<file path="config.mk">
export PLATFORM = sky130hd
export DESIGN_NAME = ps2_keyboard_top
export DESIGN_NICKNAME = d
export VERILOG_FILES = /design/src/rtl/kbd_pkg.sv /design/src/rtl/ps2_frame_rx.sv /design/src/rtl/scan_decoder.sv /design/src/rtl/ascii_translator.sv /design/src/rtl/char_fifo.sv /design/src/rtl/ps2_keyboard_top.sv
export VERILOG_INCLUDE_DIRS = /design/src /design/src/rtl
export SDC_FILE = /design/constraint.sdc
export NUM_CORES = 1
export LEC_CHECK = 0
export BUFFER_PORTS_ARGS = -buffer_cell sky130_fd_sc_hd__buf_2
export CAP_MARGIN = 10
export CORE_MARGIN = 8
export CORE_UTILIZATION = 53
export CTS_BUF_LIST = sky130_fd_sc_hd__clkbuf_4 sky130_fd_sc_hd__clkbuf_8 sky130_fd_sc_hd__clkbuf_16
export DETAILED_ROUTE_END_ITERATION = 10
export PLACE_DENSITY = 0.69
export SLEW_MARGIN = 40
export SYNTH_ARGS = -nofsm -noshare
export SYNTH_HDL_FRONTEND = slang
export SYNTH_SLANG_ARGS = --single-unit
</file>
<file path="constraint.sdc">
create_clock -name clk -period 8.9 [get_ports clk]
set_clock_uncertainty 0.15 [all_clocks]
set_input_delay 1.78 -clock clk [delete_from_list [all_inputs] [get_ports clk]]
set_output_delay 1.78 -clock clk [all_outputs]
set_load 0.05 [all_outputs]
</file>
<file path="src/rtl/kbd_cfg.svh">
`ifndef KBD_CFG_SVH
`define KBD_CFG_SVH

// Number of equal clk samples of ps2_clk before the filtered level follows it.
`define KBD_FILTER_LEN 4

// Entries in the output character FIFO. Must be a power of two.
`define KBD_FIFO_DEPTH 8

`endif

</file>
<file path="src/rtl/kbd_pkg.sv">
package kbd_pkg;

	// One byte as sent by the keyboard.
	typedef logic [7:0] scan_byte_t;

	// A 7-bit ASCII character.
	typedef logic [6:0] ascii_t;

	// A make event with the modifier state seen when the key went down.
	typedef struct packed {
		scan_byte_t code;
		logic       extended; // E0 came before the code.
		logic       shift;    // Either shift key held.
		logic       ctrl;     // Either control key held.
		logic       caps;     // Caps lock state.
	} key_event_t;

	// Sticky error flags, cleared only by reset.
	typedef struct packed {
		logic frame_error;
		logic overrun;
	} kbd_status_t;

	// Prefixes still pending in the decoder.
	typedef enum logic [1:0] {
		dec_idle    = 2'd0,
		dec_brk     = 2'd1,
		dec_ext     = 2'd2,
		dec_ext_brk = 2'd3
	} dec_state_t;

endpackage

</file>
<file path="src/rtl/ps2_frame_rx.sv">
`timescale 1ns/100ps

`include "kbd_cfg.svh"

module ps2_frame_rx (
	input  logic                clk,
	input  logic                rst,
	input  logic                ps2_clk,
	input  logic                ps2_data,
	output logic                byte_valid,
	input  logic                byte_ready,
	output kbd_pkg::scan_byte_t byte_data,
	output logic                frame_error,
	output logic                overrun
);

	localparam int FILTER_LEN = `KBD_FILTER_LEN;
	localparam int CNT_W = $clog2(FILTER_LEN + 1);

	logic [1:0]       clk_sync;
	logic [1:0]       data_sync;
	logic             clk_filt;  // Filtered ps2_clk level.
	logic [CNT_W-1:0] filt_cnt;
	logic             clk_fall;
	logic [9:0]       shreg;     // Bits received so far, first bit at the bottom.
	logic [3:0]       bit_cnt;
	logic [10:0]      frame;
	logic             frame_ok;
	logic             frame_done;
	logic             load;

	// The filtered clock is about to drop in this cycle.
	assign clk_fall = clk_filt && !clk_sync[1] && (filt_cnt == CNT_W'(FILTER_LEN - 1));

	// The whole frame as it looks with the bit being sampled now.
	assign frame = {data_sync[1], shreg};

	// Start bit low, stop bit high, odd parity over data and parity bit.
	assign frame_ok = !frame[0] && frame[10] && (^frame[9:1]);

	assign frame_done = clk_fall && (bit_cnt == 4'd10);

	// A good frame is kept only if the output register is free or being emptied.
	assign load = frame_done && frame_ok && (!byte_valid || byte_ready);

	always_ff @(posedge clk) begin
		if (rst) begin
			clk_sync    <= 2'b11; // Idle PS/2 lines are high.
			data_sync   <= 2'b11;
			clk_filt    <= 1'b1;
			filt_cnt    <= '0;
			bit_cnt     <= '0;
			byte_valid  <= 1'b0;
			frame_error <= 1'b0;
			overrun     <= 1'b0;
		end else begin
			clk_sync  <= {clk_sync[0], ps2_clk};
			data_sync <= {data_sync[0], ps2_data};

			// The filtered level moves only after a run of equal samples.
			if (clk_sync[1] == clk_filt) begin
				filt_cnt <= '0;
			end else if (filt_cnt == CNT_W'(FILTER_LEN - 1)) begin
				clk_filt <= clk_sync[1];
				filt_cnt <= '0;
			end else begin
				filt_cnt <= filt_cnt + 1'b1;
			end

			if (byte_ready) begin
				byte_valid <= 1'b0;
			end

			if (clk_fall) begin
				if (frame_done) begin
					bit_cnt <= '0;
					if (!frame_ok) begin
						frame_error <= 1'b1;
					end else if (!load) begin
						overrun <= 1'b1; // Previous byte not yet taken.
					end else begin
						byte_valid <= 1'b1;
					end
				end else begin
					bit_cnt <= bit_cnt + 1'b1;
				end
			end
		end
	end

	always_ff @(posedge clk) begin
		if (clk_fall) begin
			shreg <= frame[10:1];
		end
		if (load) begin
			byte_data <= frame[8:1];
		end
	end

endmodule

</file>
<file path="src/rtl/scan_decoder.sv">
`timescale 1ns/100ps

module scan_decoder (
	input  logic                clk,
	input  logic                rst,
	input  logic                byte_valid,
	output logic                byte_ready,
	input  kbd_pkg::scan_byte_t byte_data,
	output logic                evt_valid,
	input  logic                evt_ready,
	output kbd_pkg::key_event_t evt
);

	kbd_pkg::dec_state_t state;

	logic shift_l;
	logic shift_r;
	logic ctrl_l;
	logic ctrl_r;
	logic caps;
	logic take;
	logic is_brk;
	logic is_ext;
	logic is_mod;
	logic forward;

	assign byte_ready = !evt_valid || evt_ready;
	assign take = byte_valid && byte_ready;

	assign is_brk = (state == kbd_pkg::dec_brk) || (state == kbd_pkg::dec_ext_brk);
	assign is_ext = (state == kbd_pkg::dec_ext) || (state == kbd_pkg::dec_ext_brk);

	// Shift and caps lock are plain codes only; control exists in both forms.
	assign is_mod = (!is_ext && (byte_data == 8'h12 || byte_data == 8'h59 ||
		byte_data == 8'h58)) || (byte_data == 8'h14);

	// Only make codes of ordinary keys go on to the translator.
	assign forward = take && (byte_data != 8'hf0) && (byte_data != 8'he0) &&
		!is_mod && !is_brk;

	always_ff @(posedge clk) begin
		if (rst) begin
			state     <= kbd_pkg::dec_idle;
			shift_l   <= 1'b0;
			shift_r   <= 1'b0;
			ctrl_l    <= 1'b0;
			ctrl_r    <= 1'b0;
			caps      <= 1'b0;
			evt_valid <= 1'b0;
		end else begin
			if (evt_ready) begin
				evt_valid <= 1'b0;
			end

			if (take) begin
				if (byte_data == 8'he0) begin
					state <= kbd_pkg::dec_ext;
				end else if (byte_data == 8'hf0) begin
					state <= is_ext ? kbd_pkg::dec_ext_brk : kbd_pkg::dec_brk;
				end else begin
					state <= kbd_pkg::dec_idle; // Every other byte ends the sequence.
					if (is_mod) begin
						case (byte_data)
							8'h12:   shift_l <= !is_brk;
							8'h59:   shift_r <= !is_brk;
							8'h58:   caps <= caps ^ !is_brk; // Toggles on make only.
							default: begin
								if (is_ext) begin
									ctrl_r <= !is_brk;
								end else begin
									ctrl_l <= !is_brk;
								end
							end
						endcase
					end
				end
			end

			if (forward) begin
				evt_valid <= 1'b1;
			end
		end
	end

	// The event payload carries a snapshot of the modifiers.
	always_ff @(posedge clk) begin
		if (forward) begin
			evt.code     <= byte_data;
			evt.extended <= is_ext;
			evt.shift    <= shift_l || shift_r;
			evt.ctrl     <= ctrl_l || ctrl_r;
			evt.caps     <= caps;
		end
	end

endmodule

</file>
<file path="src/rtl/ascii_translator.sv">
`timescale 1ns/100ps

module ascii_translator (
	input  logic                clk,
	input  logic                rst,
	input  logic                evt_valid,
	output logic                evt_ready,
	input  kbd_pkg::key_event_t evt,
	output logic                chr_valid,
	input  logic                chr_ready,
	output kbd_pkg::ascii_t     chr
);

	logic [4:0]      letter_idx; // Position in the alphabet, zero when not a letter.
	logic            sym_hit;
	kbd_pkg::ascii_t sym_lo;
	kbd_pkg::ascii_t sym_hi;
	logic            spec_hit;
	kbd_pkg::ascii_t spec_val;
	logic            map_hit;
	kbd_pkg::ascii_t map_val;
	logic            take;

	assign evt_ready = !chr_valid || chr_ready;
	assign take = evt_valid && evt_ready;

	// Set 2 make codes of the letter keys.
	always_comb begin
		case (evt.code)
			8'h1c: letter_idx = 5'd1;
			8'h32: letter_idx = 5'd2;
			8'h21: letter_idx = 5'd3;
			8'h23: letter_idx = 5'd4;
			8'h24: letter_idx = 5'd5;
			8'h2b: letter_idx = 5'd6;
			8'h34: letter_idx = 5'd7;
			8'h33: letter_idx = 5'd8;
			8'h43: letter_idx = 5'd9;
			8'h3b: letter_idx = 5'd10;
			8'h42: letter_idx = 5'd11;
			8'h4b: letter_idx = 5'd12;
			8'h3a: letter_idx = 5'd13;
			8'h31: letter_idx = 5'd14;
			8'h44: letter_idx = 5'd15;
			8'h4d: letter_idx = 5'd16;
			8'h15: letter_idx = 5'd17;
			8'h2d: letter_idx = 5'd18;
			8'h1b: letter_idx = 5'd19;
			8'h2c: letter_idx = 5'd20;
			8'h3c: letter_idx = 5'd21;
			8'h2a: letter_idx = 5'd22;
			8'h1d: letter_idx = 5'd23;
			8'h22: letter_idx = 5'd24;
			8'h35: letter_idx = 5'd25;
			8'h1a: letter_idx = 5'd26;
			default: letter_idx = 5'd0;
		endcase
	end

	// Digits and punctuation, unshifted and shifted form of each key.
	always_comb begin
		sym_hit = 1'b1;
		case (evt.code)
			8'h0e:   {sym_lo, sym_hi} = {7'h60, 7'h7e}; // ` ~
			8'h16:   {sym_lo, sym_hi} = {7'h31, 7'h21};
			8'h1e:   {sym_lo, sym_hi} = {7'h32, 7'h40};
			8'h26:   {sym_lo, sym_hi} = {7'h33, 7'h23};
			8'h25:   {sym_lo, sym_hi} = {7'h34, 7'h24};
			8'h2e:   {sym_lo, sym_hi} = {7'h35, 7'h25};
			8'h36:   {sym_lo, sym_hi} = {7'h36, 7'h5e};
			8'h3d:   {sym_lo, sym_hi} = {7'h37, 7'h26};
			8'h3e:   {sym_lo, sym_hi} = {7'h38, 7'h2a};
			8'h46:   {sym_lo, sym_hi} = {7'h39, 7'h28};
			8'h45:   {sym_lo, sym_hi} = {7'h30, 7'h29};
			8'h4e:   {sym_lo, sym_hi} = {7'h2d, 7'h5f}; // - _
			8'h55:   {sym_lo, sym_hi} = {7'h3d, 7'h2b};
			8'h54:   {sym_lo, sym_hi} = {7'h5b, 7'h7b};
			8'h5b:   {sym_lo, sym_hi} = {7'h5d, 7'h7d};
			8'h5d:   {sym_lo, sym_hi} = {7'h5c, 7'h7c}; // Backslash and bar.
			8'h4c:   {sym_lo, sym_hi} = {7'h3b, 7'h3a};
			8'h52:   {sym_lo, sym_hi} = {7'h27, 7'h22};
			8'h41:   {sym_lo, sym_hi} = {7'h2c, 7'h3c};
			8'h49:   {sym_lo, sym_hi} = {7'h2e, 7'h3e};
			8'h4a:   {sym_lo, sym_hi} = {7'h2f, 7'h3f};
			default: begin
				sym_hit = 1'b0;
				{sym_lo, sym_hi} = {7'h00, 7'h00};
			end
		endcase
	end

	// Space, backspace, tab, enter and escape ignore the modifiers.
	always_comb begin
		spec_hit = 1'b1;
		case (evt.code)
			8'h29:   spec_val = 7'h20;
			8'h66:   spec_val = 7'h08;
			8'h0d:   spec_val = 7'h09;
			8'h5a:   spec_val = 7'h0d;
			8'h76:   spec_val = 7'h1b;
			default: begin
				spec_hit = 1'b0;
				spec_val = 7'h00;
			end
		endcase
	end

	always_comb begin
		map_hit = 1'b1;
		map_val = 7'h00;
		if (evt.extended) begin
			map_hit = (evt.code == 8'h71) && !evt.ctrl; // Extended delete.
			map_val = 7'h7f;
		end else if (letter_idx != 5'd0) begin
			if (evt.ctrl) begin
				map_val = {2'b00, letter_idx};
			end else if (evt.shift ^ evt.caps) begin
				map_val = {2'b10, letter_idx}; // Upper case starts at 0x41.
			end else begin
				map_val = {2'b11, letter_idx};
			end
		end else if (evt.ctrl) begin
			map_hit = 1'b0;
		end else if (sym_hit) begin
			map_val = evt.shift ? sym_hi : sym_lo;
		end else begin
			map_hit = spec_hit;
			map_val = spec_val;
		end
	end

	always_ff @(posedge clk) begin
		if (rst) begin
			chr_valid <= 1'b0;
		end else if (take && map_hit) begin
			chr_valid <= 1'b1;
		end else if (chr_ready) begin
			chr_valid <= 1'b0;
		end
	end

	always_ff @(posedge clk) begin
		if (take && map_hit) begin
			chr <= map_val;
		end
	end

endmodule

</file>
<file path="src/rtl/char_fifo.sv">
`timescale 1ns/100ps

`include "kbd_cfg.svh"

module char_fifo (
	input  logic            clk,
	input  logic            rst,
	input  logic            in_valid,
	output logic            in_ready,
	input  kbd_pkg::ascii_t in_data,
	output logic            out_valid,
	input  logic            out_ready,
	output kbd_pkg::ascii_t out_data
);

	localparam int DEPTH = `KBD_FIFO_DEPTH;
	localparam int AW = $clog2(DEPTH);

	kbd_pkg::ascii_t mem [DEPTH];

	// The top bit of each pointer counts wraps, so full and empty differ.
	logic [AW:0] wr_ptr;
	logic [AW:0] rd_ptr;
	logic        push;
	logic        pop;

	assign in_ready = !((wr_ptr[AW] != rd_ptr[AW]) && (wr_ptr[AW-1:0] == rd_ptr[AW-1:0]));
	assign out_valid = (wr_ptr != rd_ptr);
	assign out_data = mem[rd_ptr[AW-1:0]];

	assign push = in_valid && in_ready;
	assign pop = out_valid && out_ready;

	always_ff @(posedge clk) begin
		if (rst) begin
			wr_ptr <= '0;
			rd_ptr <= '0;
		end else begin
			if (push) begin
				wr_ptr <= wr_ptr + 1'b1;
			end
			if (pop) begin
				rd_ptr <= rd_ptr + 1'b1;
			end
		end
	end

	always_ff @(posedge clk) begin
		if (push) begin
			mem[wr_ptr[AW-1:0]] <= in_data;
		end
	end

endmodule

</file>
<file path="src/rtl/ps2_keyboard_top.sv">
`timescale 1ns/100ps

module ps2_keyboard_top (
	input  logic                 clk,
	input  logic                 rst,
	input  logic                 ps2_clk,
	input  logic                 ps2_data,
	output logic                 char_valid,
	input  logic                 char_ready,
	output kbd_pkg::ascii_t      char_data,
	output kbd_pkg::kbd_status_t status
);

	logic                byte_valid;
	logic                byte_ready;
	kbd_pkg::scan_byte_t byte_data;
	logic                evt_valid;
	logic                evt_ready;
	kbd_pkg::key_event_t evt;
	logic                chr_valid;
	logic                chr_ready;
	kbd_pkg::ascii_t     chr;

	// Both status flags come from the receiver.
	ps2_frame_rx u_rx (
		.clk(clk), .rst(rst), .ps2_clk(ps2_clk), .ps2_data(ps2_data),
		.byte_valid(byte_valid), .byte_ready(byte_ready), .byte_data(byte_data),
		.frame_error(status.frame_error), .overrun(status.overrun)
	);

	scan_decoder u_dec (
		.clk(clk), .rst(rst),
		.byte_valid(byte_valid), .byte_ready(byte_ready), .byte_data(byte_data),
		.evt_valid(evt_valid), .evt_ready(evt_ready), .evt(evt)
	);

	ascii_translator u_xlat (
		.clk(clk), .rst(rst),
		.evt_valid(evt_valid), .evt_ready(evt_ready), .evt(evt),
		.chr_valid(chr_valid), .chr_ready(chr_ready), .chr(chr)
	);

	char_fifo u_fifo (
		.clk(clk), .rst(rst),
		.in_valid(chr_valid), .in_ready(chr_ready), .in_data(chr),
		.out_valid(char_valid), .out_ready(char_ready), .out_data(char_data)
	);

endmodule

</file>
# Word level (Yosys, flattened, before mapping)
# Memories as Yosys holds them, arrays and structs flattened. A register that Yosys moved wholly into a read port is not among the register bits.
# Index checks and enable logic that the tools add are counted.
# totals
latchBits,0
out_inout_bits,10
inputBits,5
reg_bits,69
ramBits,56
mem_bits_ro,640
word_cells,174
memories,2
# op_classes
multipliers,0
add_sub_neg,4
div,0
magnitude_cmp,0
mux,34
n_reduce_logical,54
n_eq_ne,45
bitwise_logic,9
shift,0
# mem_list
memory,words,word_bits,read_ports,rd_clocked_by_memory_dff,wr,line,source
(name not given),128,5,1,1,0,ascii_translator.sv:29,case (evt.code)
u_fifo.mem,8,7,1,1,1,char_fifo.sv:19,kbd_pkg::ascii_t mem [DEPTH];
# ops
op,n
$pmux 7 s21,2
$eq 8x7->1 const B,18
$eq 8x6->1 const B,7
$mux 7,6
$eq 8x5->1 const B,4
$pmux 6 s5,1
$reduce_or 21->1,1
$logic_and 1x1->1,19
$mux 1,17
$eq 8x4->1 const B,2
$eq 8x8->1 const B,2
$ne 8x8->1 const B,2
$reduce_and 5->1,3
$add 4x1->4 const B,3
$reduce_and 6->1,2
$logic_not 1->1,10
$logic_or 1x1->1,10
$reduce_xor 9->1,1
$not 1->1,7
$mux 2,3
$mux 3,2
$mux 6,1
$reduce_or 3->1,2
$mux 5,1
18 further kinds,20

# Logic depth before layout (Yosys ltp)
# Gate-level depths: netlist of run 1.
# depth
depth_word,11
ltp_mapped,17
depth_no_buf,14

# Modules after synthesis
# Synthesis of run 1 repeated with hierarchy kept, for this count alone.
# unflattened
hier_cells,568
area_unflattened_um2,6771.5
# modules_own_cells
module,instances,cells_each,area_each_um2
char_fifo,1,166,2874.0
ascii_translator,1,242,1786.7
ps2_frame_rx,1,93,1276.2
scan_decoder,1,67,834.6

# Worst setup path before layout of run 1
# Ideal clock, no wire load.
# synth_timing
path_kind,reg2out
start,register (tool-made name)
end,output port char_data[0]
stages_incl_launch_ff,5
slack_ns,4.906
t_arrival_ns,2.064
n_path_buf,2
required_ns,6.970
path_cell_list,dfxtp_1 > clkbuf_1 > buf_1 > mux4_2 > mux2_2
# synth_rtl
item,line,source
to (decl),ps2_keyboard_top.sv:10,"output kbd_pkg::ascii_t char_data,"

==> results.py, run 1 <==
metrics = {
    "status": {
        "status": "finished, final reports clean",
    },
    "logic_synthesis": {
        "synth_top_family_by_area": "simple AND/OR/NAND/NOR gates",
        "syn_avg_cell_area_um2": 10.9,
        "synth-compound-area-share_pct": 12.0,
        "syn_inst": 643,
        "seq_area_frac_synth_pct": 51.5,
        "syn_area_um2": 6980,
        "async_flop_share_pct": 0,
        "synthDistinctLibCells": 77,
        "yosys_warnings": 0,
        "synth-edff-count": 93,
        "synth_xor_area_share_pct": 3.08,
        "synthSimpleGateAreaFrac_pct": 19.0,
        "syn_nets": 659,
        "synthFlopType": "edfxtp_1",
        "ys_ff_latch": 133,
        "synth_fa_ha_area_share_pct": 1.97,
        "synthMuxAreaShare_pct": 8.42,
    },
    "sta": {
        "whs_ps": 270,
        "relSlewSlack_pct": 43.1,
        "fmax_mhz": 247,
        "setup_viol": 0,
        "rsz0062_at_grt": "false",
        "min_period_over_period_pct": 45.5,
        "slew_violations": 0,
        "hold_viol_final": 0,
        "worstMarginPinSlew_ps": 850,
        "setup_tns_ps": 0,
        "period_minus_slack_ps": 4050,
    },
    "worst_hold_path": {
        "min-delay-start": "u_rx.data_sync[0]$_SDFF_PP1_",
        "holdPathEnd": "u_rx.data_sync[1]$_SDFF_PP1_",
        "hold_path_class": "register to register",
        "hold-path-cell-count": 1,
    },
    "place": {
        "dp_hpwl_mm": 10.7,
        "place_congestion": 0.939,
        "portBuffers": 14,
    },
    "critical_path": {
        "crit_buf_inv": 1,
        "reg2reg_from": "u_rx.byte_data[3]$_DFFE_PP_",
        "r2r_setup_slack_ps": 4850,
        "cpMaxStageDelayCell": "dfxtp_2",
        "path_cells": "mux4_2, mux2_2, buf_2",
        "crit_family": "multiplexers",
        "critPathKind": "register to primary output",
        "cp-start-kind": "register",
        "crit_required_ps": 6970,
        "critPathMaxStageDelay_ps": 640,
        "critPathMaxFanout": 14,
        "reg2regPathDepth": 15,
        "end_kind": "primary output",
        "arrival_ps": 2120,
    },
    "clocking": {
        "clock_latency_ps": 410,
        "cts.hold.buffers_added": 0,
        "root_buffer": "clkbuf_16",
        "cts_tree": "yes",
        "cts-buffers-inserted": 17,
        "path_clk_slew_ps": 50,
        "ctsResizeCount": 0,
        "clockBufferDepth": 2,
        "cts-htree-levels": 4,
        "clock_sinks": 133,
        "post_cts_buffers": 0,
    },
    "global_route": {
        "grt_max_degree": 36,
        "gr-total-overflow": 0,
        "antenna_found_initial": 0,
        "grt_pass1_wl_mm": 26.0,
        "grt_pass1_vias": 5002,
        "track_usage_pct": 19.7,
    },
    "die": {
        "row_count": 42,
        "die_h_um": 131,
        "io_pins": 15,
        "dieArea_um2": 17100,
        "die_w_um": 131,
        "start_util_pct": 53.6,
        "coreArea_um2": 13000,
    },
    "cells_and_area": {
        "final_cell_mix": "edfxtp_1, nand2_1, nor2_1, dfxtp_1, a21oi_1",
        "antenna_cells": 0,
        "mostFrequentLayoutCell": "edfxtp_1",
        "drive_gt1_share_pct": 14.9,
        "fin_nets": 653,
        "area_delta_synth_final_pct": 11.1,
    },
    "pwr": {
        "total_power_mw": 1.39,
        "ir_drop_v": 0.000155,
        "p_leak_nw": 2.65,
        "pwr_density_cell_nw_per_um2": 179,
    },
    "drt": {
        "drtIter0Drc": 625,
        "routed_wl_mm": 15.9,
        "vias_per_cell": 6.26,
        "postRouteAntennaNets": 0,
        "drc": 0,
        "vias": 5170,
        "wl_per_cell_um": 19.3,
        "firstDrtPassIters": 6,
    },
    "flow_run": {
        "max-cap-violations": 0,
    },
}
[layer usage]
layer  up-vias  routed length, µm  part of all wire, %  track usage (%)
met5         -                  0                    0                0
met4         0                474                  3.0             9.12
met3        42               1040                  6.5             3.81
met2       241               7520                   47             31.1
met1      2483               6900                   43             25.7
li1       2404                  -                    -                -
[final cells by class]
type / count / area, µm²
clock buffers: 20 / 448
clock inverters: 12 / 180
fillers: 1082 / 5270
inverters: 14 / 65.1
multi-input cells: 450 / 3130
flip-flops and latches: 133 / 3590
well taps: 176 / 220
repair buffers: 21 / 123
[flip-flops by register name, summed over array words and instances (netlist names), 2 cells and up, named ones only]
name	cells
u_fifo.mem	56
u_dec.evt	12
u_rx.shreg	10
u_rx.byte_data	8
u_xlat.chr	7
u_fifo.rd_ptr	4
u_fifo.wr_ptr	4
u_rx.bit_cnt	4
u_rx.filt_cnt	3
u_dec.state	2
u_rx.clk_sync	2
u_rx.data_sync	2
[synth_stat cells (9+ instances only)]
library cell   n  area [µm²]
nor3_1        20         100
clkbuf_1      27         101
ha_1          11         138
mux2i_1       16         160
nand4_1        9        56.3
xnor2_1        9        78.8
xor2_1        13         114
a21oi_1       37         185
mux4_2        14         315
nor2_1        58         218
inv_1         12        45.0
nand2b_1      13        81.3
o21ai_0       28         140
nand2_1       62         233
nand3_1       17        85.1
mux2_2         9         101
dfxtp_1       40         801
nor2b_1       10        62.6
edfxtp_1      93        2790
[how the worst max path moves through the flow]
stage / start / endpoint / cells after the start
after floorplan: register / char_data[0] / 4
after CTS: register / char_data[2] / 3
after detailed placement: u_rx.byte_data[3]$_DFFE_PP_ / register / 15
after global placement: u_rx.byte_data[3]$_DFFE_PP_ / register / 15
final: register / char_data[2] / 3
after global routing: u_rx.byte_data[3]$_DFFE_PP_ / register / 15
[kinds of logic after synthesis]
kind of cell | count (synthesis)
mux | 40
simple gates | 250
xor+xnor | 23
compound gates | 126
buf+inv | 60
flops | 133
fa+ha+maj | 11
[report_power, final]
part,internal [mW],switching (mW)
logic,0.00157,0.00300
registers,0.655,0.000290
clock network,0.479,0.253
total,1.14,0.256
[through the flow]
| stage | worst slack [ps] | utilization [%] | area (µm²) | instances |
|---|---|---|---|---|
| after floorplan | 4910 | - | 6980 | 643 |
| after global placement | 4970 | 54.6 | 7110 | 794 |
| after detailed placement | 4910 | 54.6 | 7120 | 794 |
| after CTS | 4810 | 59.4 | 7750 | 826 |
| after global routing | 4600 | 59.5 | 7760 | 826 |
| final | 4850 | 59.5 | 7760 | 826 |
(Power assumes the default switching activity.)
==> inputs of run 2 (changes only) <==
- ABC_AREA: not set -> 1
- clock period: 8.9 -> 4.2 ns (I/O delays scaled with it)
==> run 2 against run 1 <==
  * Sequential power is 110% higher
  * Worst hold slack worse by 4.5 ps
  * Clock power increased by 87%
  * First-iteration DRC count decreased by 49%
  * Setup slack got worse by 4000 ps
  * Power rose by 110%
  * Area after synthesis is 5.9% lower
  * Utilization grew 1.1 points
  * Critical path type unchanged
  * Critical endpoint is now char_data[6]
  * Largest cell class unchanged
  * Largest power group is now registers
==> results.py, run 2 <==
metrics = {
    "sta": {
        "worstMarginPinSlew_ps": 803,
        "rsz0062_at_grt": "false",
        "hold_viol_final": 0,
        "relSlewSlack_pct": 46.3,
        "slew_violations": 0,
        "fmax_mhz": 294,
        "setup_viol": 0,
        "setup_tns_ps": 0,
        "period_minus_slack_ps": 3400,
        "min_period_over_period_pct": 80.9,
    },
    "critical_path": {
        "end_kind": "primary output",
        "crit_required_ps": 3210,
        "crit_family": "buffers and inverters",
        "critPathKind": "register to primary output",
        "crit_buf_inv": 3,
        "arrival_ps": 2410,
        "cpMaxStageDelayCell": "clkinv_1",
        "path_cells": "buf_4, clkinv_1, o21ai_0, o22ai_1, nor2_1, a31oi_1, buf_2",
        "cp-start-kind": "register",
        "critPathMaxStageDelay_ps": 530,
        "critPathMaxFanout": 29,
    },
    "global_route": {
        "antenna_found_initial": 0,
        "grt_max_degree": 30,
        "grt_pass1_wl_mm": 22.5,
        "grt_pass1_vias": 4769,
        "track_usage_pct": 17.4,
        "gr-total-overflow": 0,
    },
    "place": {
        "placed_cell_area_um2": 6760,
        "place_congestion": 0.932,
        "portBuffers": 14,
        "dp_hpwl_mm": 10.1,
    },
    "cells_and_area": {
        "mostFrequentLayoutCell": "nand2_1",
        "final_cell_mix": "nand2_1, nor2_1, edfxtp_1, inv_1, o21ai_0",
        "largest_reg_flops": 56,
        "drive_gt1_share_pct": 12.6,
        "fin_nets": 762,
        "antenna_cells": 0,
        "fin_area_um2": 7310,
        "area_delta_synth_final_pct": 11.3,
    },
    "logic_synthesis": {
        "syn_nets": 745,
        "yosys_warnings": 0,
        "async_flop_share_pct": 0,
        "yosysMostFrequentCell": "nand2_1",
        "syn_inst": 729,
        "ys_ff_latch": 133,
        "seq_area_frac_synth_pct": 54.7,
        "yosysTopAreaCell": "edfxtp_1",
        "synth_top_area_share_pct": 42.5,
        "synthTopCellsByArea": "edfxtp_1, dfxtp_1, nand2_1",
        "synth.cells.most_frequent": "nand2_1, nor2_1, edfxtp_1",
        "syn_area_um2": 6570,
        "syn_avg_cell_area_um2": 9.01,
        "synthFlopType": "edfxtp_1",
        "synth-edff-count": 93,
        "synthDistinctLibCells": 45,
    },
    "clocking": {
        "clock_sinks": 133,
        "root_buffer": "clkbuf_16",
        "ctsResizeCount": 0,
        "cts_tree": "yes",
        "cts-htree-levels": 4,
        "cts.hold.buffers_added": 0,
        "clockBufferDepth": 2,
        "post_cts_buffers": 0,
        "cts-buffers-inserted": 17,
        "clock_latency_ps": 410,
        "path_clk_slew_ps": 60,
    },
    "drt": {
        "firstDrtPassIters": 5,
        "drtIter0Drc": 321,
        "vias": 4957,
        "drc": 0,
        "wl_per_cell_um": 14.8,
        "postRouteAntennaNets": 0,
        "vias_per_cell": 5.35,
        "routed_wl_mm": 13.7,
    },
    "flow_run": {
        "max-cap-violations": 0,
    },
    "pwr": {
        "ir_drop_v": 0.000348,
        "pwr_density_cell_nw_per_um2": 399,
        "p_leak_nw": 2.76,
    },
    "die": {
        "start_util_pct": 54.5,
        "row_count": 40,
        "dieArea_um2": 16200,
        "die_h_um": 127,
        "io_pins": 15,
        "die_w_um": 127,
        "coreArea_um2": 12100,
    },
    "status": {
        "status": "finished, final reports clean",
    },
    "worst_hold_path": {
        "hold_path_class": "register to register",
    },
}
[run 2: cell count changes after synthesis, moves of 9 or more]
cell and delta:
clkbuf_1 -15, inv_1 +54, mux2_2 -9, mux2i_1 -16, mux4_2 -14, nand2_1 +77
nand2_2 +10, nand2b_1 -13, nand3_1 +23, nor2_1 +67, nor2b_1 -10, o21ai_0 +17
xor2_1 -11
[run 2: layout make-up]
type	instances	area, µm²
Inverter	74	278
Tap cell	168	210
Fill cell	1017	4750
Timing Repair Buffer	15	77.6
Multi-Input combinational cell	505	2600
Clock inverter	13	104
Clock buffer	19	447
Sequential cell	133	3590
[run 2: path summary, 6_finish.rpt]
check	endpoint	cells after the start	slack, ps	startpoint
worst min-delay path	u_rx.data_sync[1]$_SDFF_PP1_	1	270	u_rx.data_sync[0]$_SDFF_PP1_
worst min register to register	u_rx.data_sync[1]$_SDFF_PP1_	1	270	u_rx.data_sync[0]$_SDFF_PP1_
worst max-delay path	char_data[6]	7	800	register
worst max register to register	register	18	1350	u_rx.byte_data[7]$_DFFE_PP_
[run 2: cells by family after synthesis]
group | Yosys count | share of synthesized area [%]
XOR/XNOR | 11 | 1.47
flip-flops | 133 | 54.7
adder cells (fa/ha/maj) | 11 | 2.09
buffers and inverters | 91 | 5.79
AND/OR/NAND/NOR | 362 | 25.2
AO/OA/AOI/OAI | 121 | 10.7
[run 2: metal layers]
metal	share of wire, %	track usage, %	vias up	wire length, µm
li1	-	-	2501	-
met1	44	20.9	2273	6030
met2	49	29.2	151	6700
met3	4.4	3.66	32	606
met4	2.5	8.61	0	342
met5	0	0	-	0
[run 2: power by group]
group	leakage, nW	switching, mW	internal, mW
combinational	1.52	0.114	0.0392
clock	0.281	0.536	0.831
sequential	0.958	0.00863	1.39
total	2.76	0.659	2.26
[run 2: per-stage QoR]
stage	instances	util [%]	power, mW	hold slack (ps)	worst slack (ps)
6_report	927	60.6	2.92	265	803
5_1_grt	927	60.6	3.01	280	596
4_1_cts	927	60.6	2.94	273	833
3_5_place_dp	895	56.1	1.58	259	1280
3_3_place_gp	895	56.0	1.58	246	1300
2_1_floorplan	729	-	1.55	239	1260
[run 2: worst register-to-register path, delay by kind of cell, from the launching register on]
kind                       cells  cell delay, ps
AOI/OAI and AO/OA              1             160
adders and majority gates      1             290
DFF                            1             440
and+or+nand+nor               16            1710
==> inputs of run 3 (changes only) <==
- PLACE_DENSITY: 0.69 -> 0.72
- clock period: 4.2 -> 2.8 ns (I/O delays scaled with it)
==> run 3 against run 2 <==
  * Global-route usage is 0.48 points higher
  * Worst hold slack worse by 78 ps
  * Non-clock buffer count is 37 higher
==> results.py, run 3 (same netlist as run 2, synthesis figures left out) <==
metrics = {
    "place": {
        "numPlacedInstances": 918,
        "post-place-ws_ps": 32.6,
        "portBuffers": 14,
        "place_congestion": 0.932,
        "dp_hpwl_mm": 10.2,
    },
    "worst_hold_path": {
        "hold_path_class": "primary input to register",
        "min-delay-start": "ps2_clk",
        "hold-path-cell-count": 2,
        "holdPathEnd": "u_rx.clk_sync[0]$_SDFF_PP1_",
    },
    "pwr": {
        "ir_drop_v": 0.000416,
        "pwr_density_cell_nw_per_um2": 597,
        "p_leak_nw": 2.95,
    },
    "drt": {
        "postRouteAntennaNets": 0,
        "wl_per_cell_um": 14.8,
        "firstDrtPassIters": 7,
        "drtIter0Drc": 474,
        "vias_per_cell": 5.41,
        "routed_wl_mm": 14.3,
        "vias": 5218,
        "drc": 0,
    },
    "die": {
        "die_h_um": 127,
        "coreArea_um2": 12100,
        "start_util_pct": 54.5,
        "io_pins": 15,
        "die_w_um": 127,
        "dieArea_um2": 16200,
        "row_count": 40,
    },
    "cells_and_area": {
        "multi_input_area_um2": 2610,
        "largest_reg_flops": 56,
        "drive_gt1_share_pct": 17.1,
        "final_cell_mix": "nand2_1, nor2_1, edfxtp_1, inv_1, o21ai_0",
        "fillers": 1021,
        "regArea_um2": 3590,
        "area_delta_synth_final_pct": 16.5,
        "fin_cells": 964,
        "antenna_cells": 0,
        "mostFrequentLayoutCell": "nand2_1",
        "fin_nets": 799,
    },
    "sta": {
        "worstMarginPinSlew_ps": 644,
        "relSlewSlack_pct": 56.9,
        "postLayoutSetupSlackWorst_ps": 180,
        "rsz0062_at_grt": "false",
        "period_minus_slack_ps": 2620,
        "setup_viol": 0,
        "hold_viol_final": 0,
        "whs_ps": 187,
        "slew_violations": 0,
        "min_period_over_period_pct": 93.6,
        "fmax_mhz": 382,
        "setup_tns_ps": 0,
    },
    "critical_path": {
        "end_kind": "primary output",
        "arrival_ps": 1910,
        "cp-start-kind": "register",
        "critPathKind": "register to primary output",
        "path_cells": "buf_6, o21ai_0, o22ai_1, nor2_1, a31oi_1, buf_2",
        "reg2regPathDepth": 20,
        "cpMaxStageDelayCell": "dfxtp_1",
        "r2r_setup_slack_ps": 190,
        "reg2reg_from": "u_rx.byte_data[2]$_DFFE_PP_",
        "crit_required_ps": 2090,
        "crit_buf_inv": 2,
        "critPathMaxFanout": 28,
        "crit_family": "buffers and inverters",
        "critPathMaxStageDelay_ps": 360,
    },
    "status": {
        "status": "finished, final reports clean",
    },
    "clocking": {
        "cts_tree": "yes",
        "clock_latency_ps": 420,
        "clockBufferDepth": 2,
        "root_buffer": "clkbuf_16",
        "clock_sinks": 133,
        "cts-buffers-inserted": 17,
        "path_clk_slew_ps": 50,
        "cts.hold.buffers_added": 0,
        "cts-htree-levels": 4,
    },
    "global_route": {
        "antenna_found_initial": 0,
        "grt_pass1_wl_mm": 23.0,
        "grt_pass1_vias": 4849,
        "gr-total-overflow": 0,
        "track_usage_pct": 17.9,
        "grt_max_degree": 29,
    },
    "flow_run": {
        "max-cap-violations": 0,
    },
}
run 3: cell count changes in the layout (fill, tap and decap cells not counted), sizes merged:
cell | previous run | this run
buf | 15 | 52
inv | 76 | 72
clkinvlp | 1 | 4
bufinv | 1 | 3
clkinv | 9 | 8
run 3: cell type report:
cell class	instances	share of cell area [%]
clock inverter	13	2.04
sequential	133	46.9
multi-input combinational	505	34.0
inverter	74	3.69
clock buffer	19	5.83
tap	168	2.75
timing repair buffer	52	4.74
run 3: metrics by stage:
step	power [mW]	cell area, µm²	utilization [%]
floorplan	2.32	6570	-
global placement	2.38	6930	57.4
detailed placement	2.39	6930	57.4
CTS	4.61	7530	62.4
global route	4.72	7660	63.5
finish	4.57	7660	63.5
run 3: worst register-to-register path, cell delays in order (launching register included):
cell and delay [ps]:
edfxtp_1 430, inv_2 130, nand2_1 80, nor2_1 100
nand3_1 120, nand3_2 100, nand2_2 70, nand3_4 130
nor2_8 90, buf_4 140, nand2_2 50, nand2_2 100
ha_1 230, nand2_2 110, nand2_2 70, nand2_1 80
nand3_1 70, nand2_1 80, nand2_1 70, nand2_1 60
nand2_1 50
run 3: timing repair:
action | 4_1_cts | 5_1_grt
resized for setup | 1 | 9
endpoints found under the hold margin | 0 | 0
pin swaps | 0 | 6
buffers inserted | 0 | 14
setup endpoints to repair | 6 | 16
run 3: per-layer routing:
layer / vias up / share of wire [%] / track usage [%]
li1: 2580 / - / -
met1: 2429 / 44 / 21.2
met2: 180 / 50 / 30.5
met3: 29 / 4.8 / 4.49
met4: 0 / 1.6 / 7.28
met5: - / 0 / 0
run 3: report_power, final:
group | switching (mW) | internal (mW)
registers | 0.00889 | 2.09
clock network | 0.799 | 1.43
logic | 0.184 | 0.0653
total | 0.992 | 3.58
run 3: how the worst max path moves through the flow:
stage	endpoint	cells after the start
floorplan	char_data[0]	6
global placement	register	18
detailed placement	register	18
CTS	register	18
global route	register	19
finish	char_data[5]	6
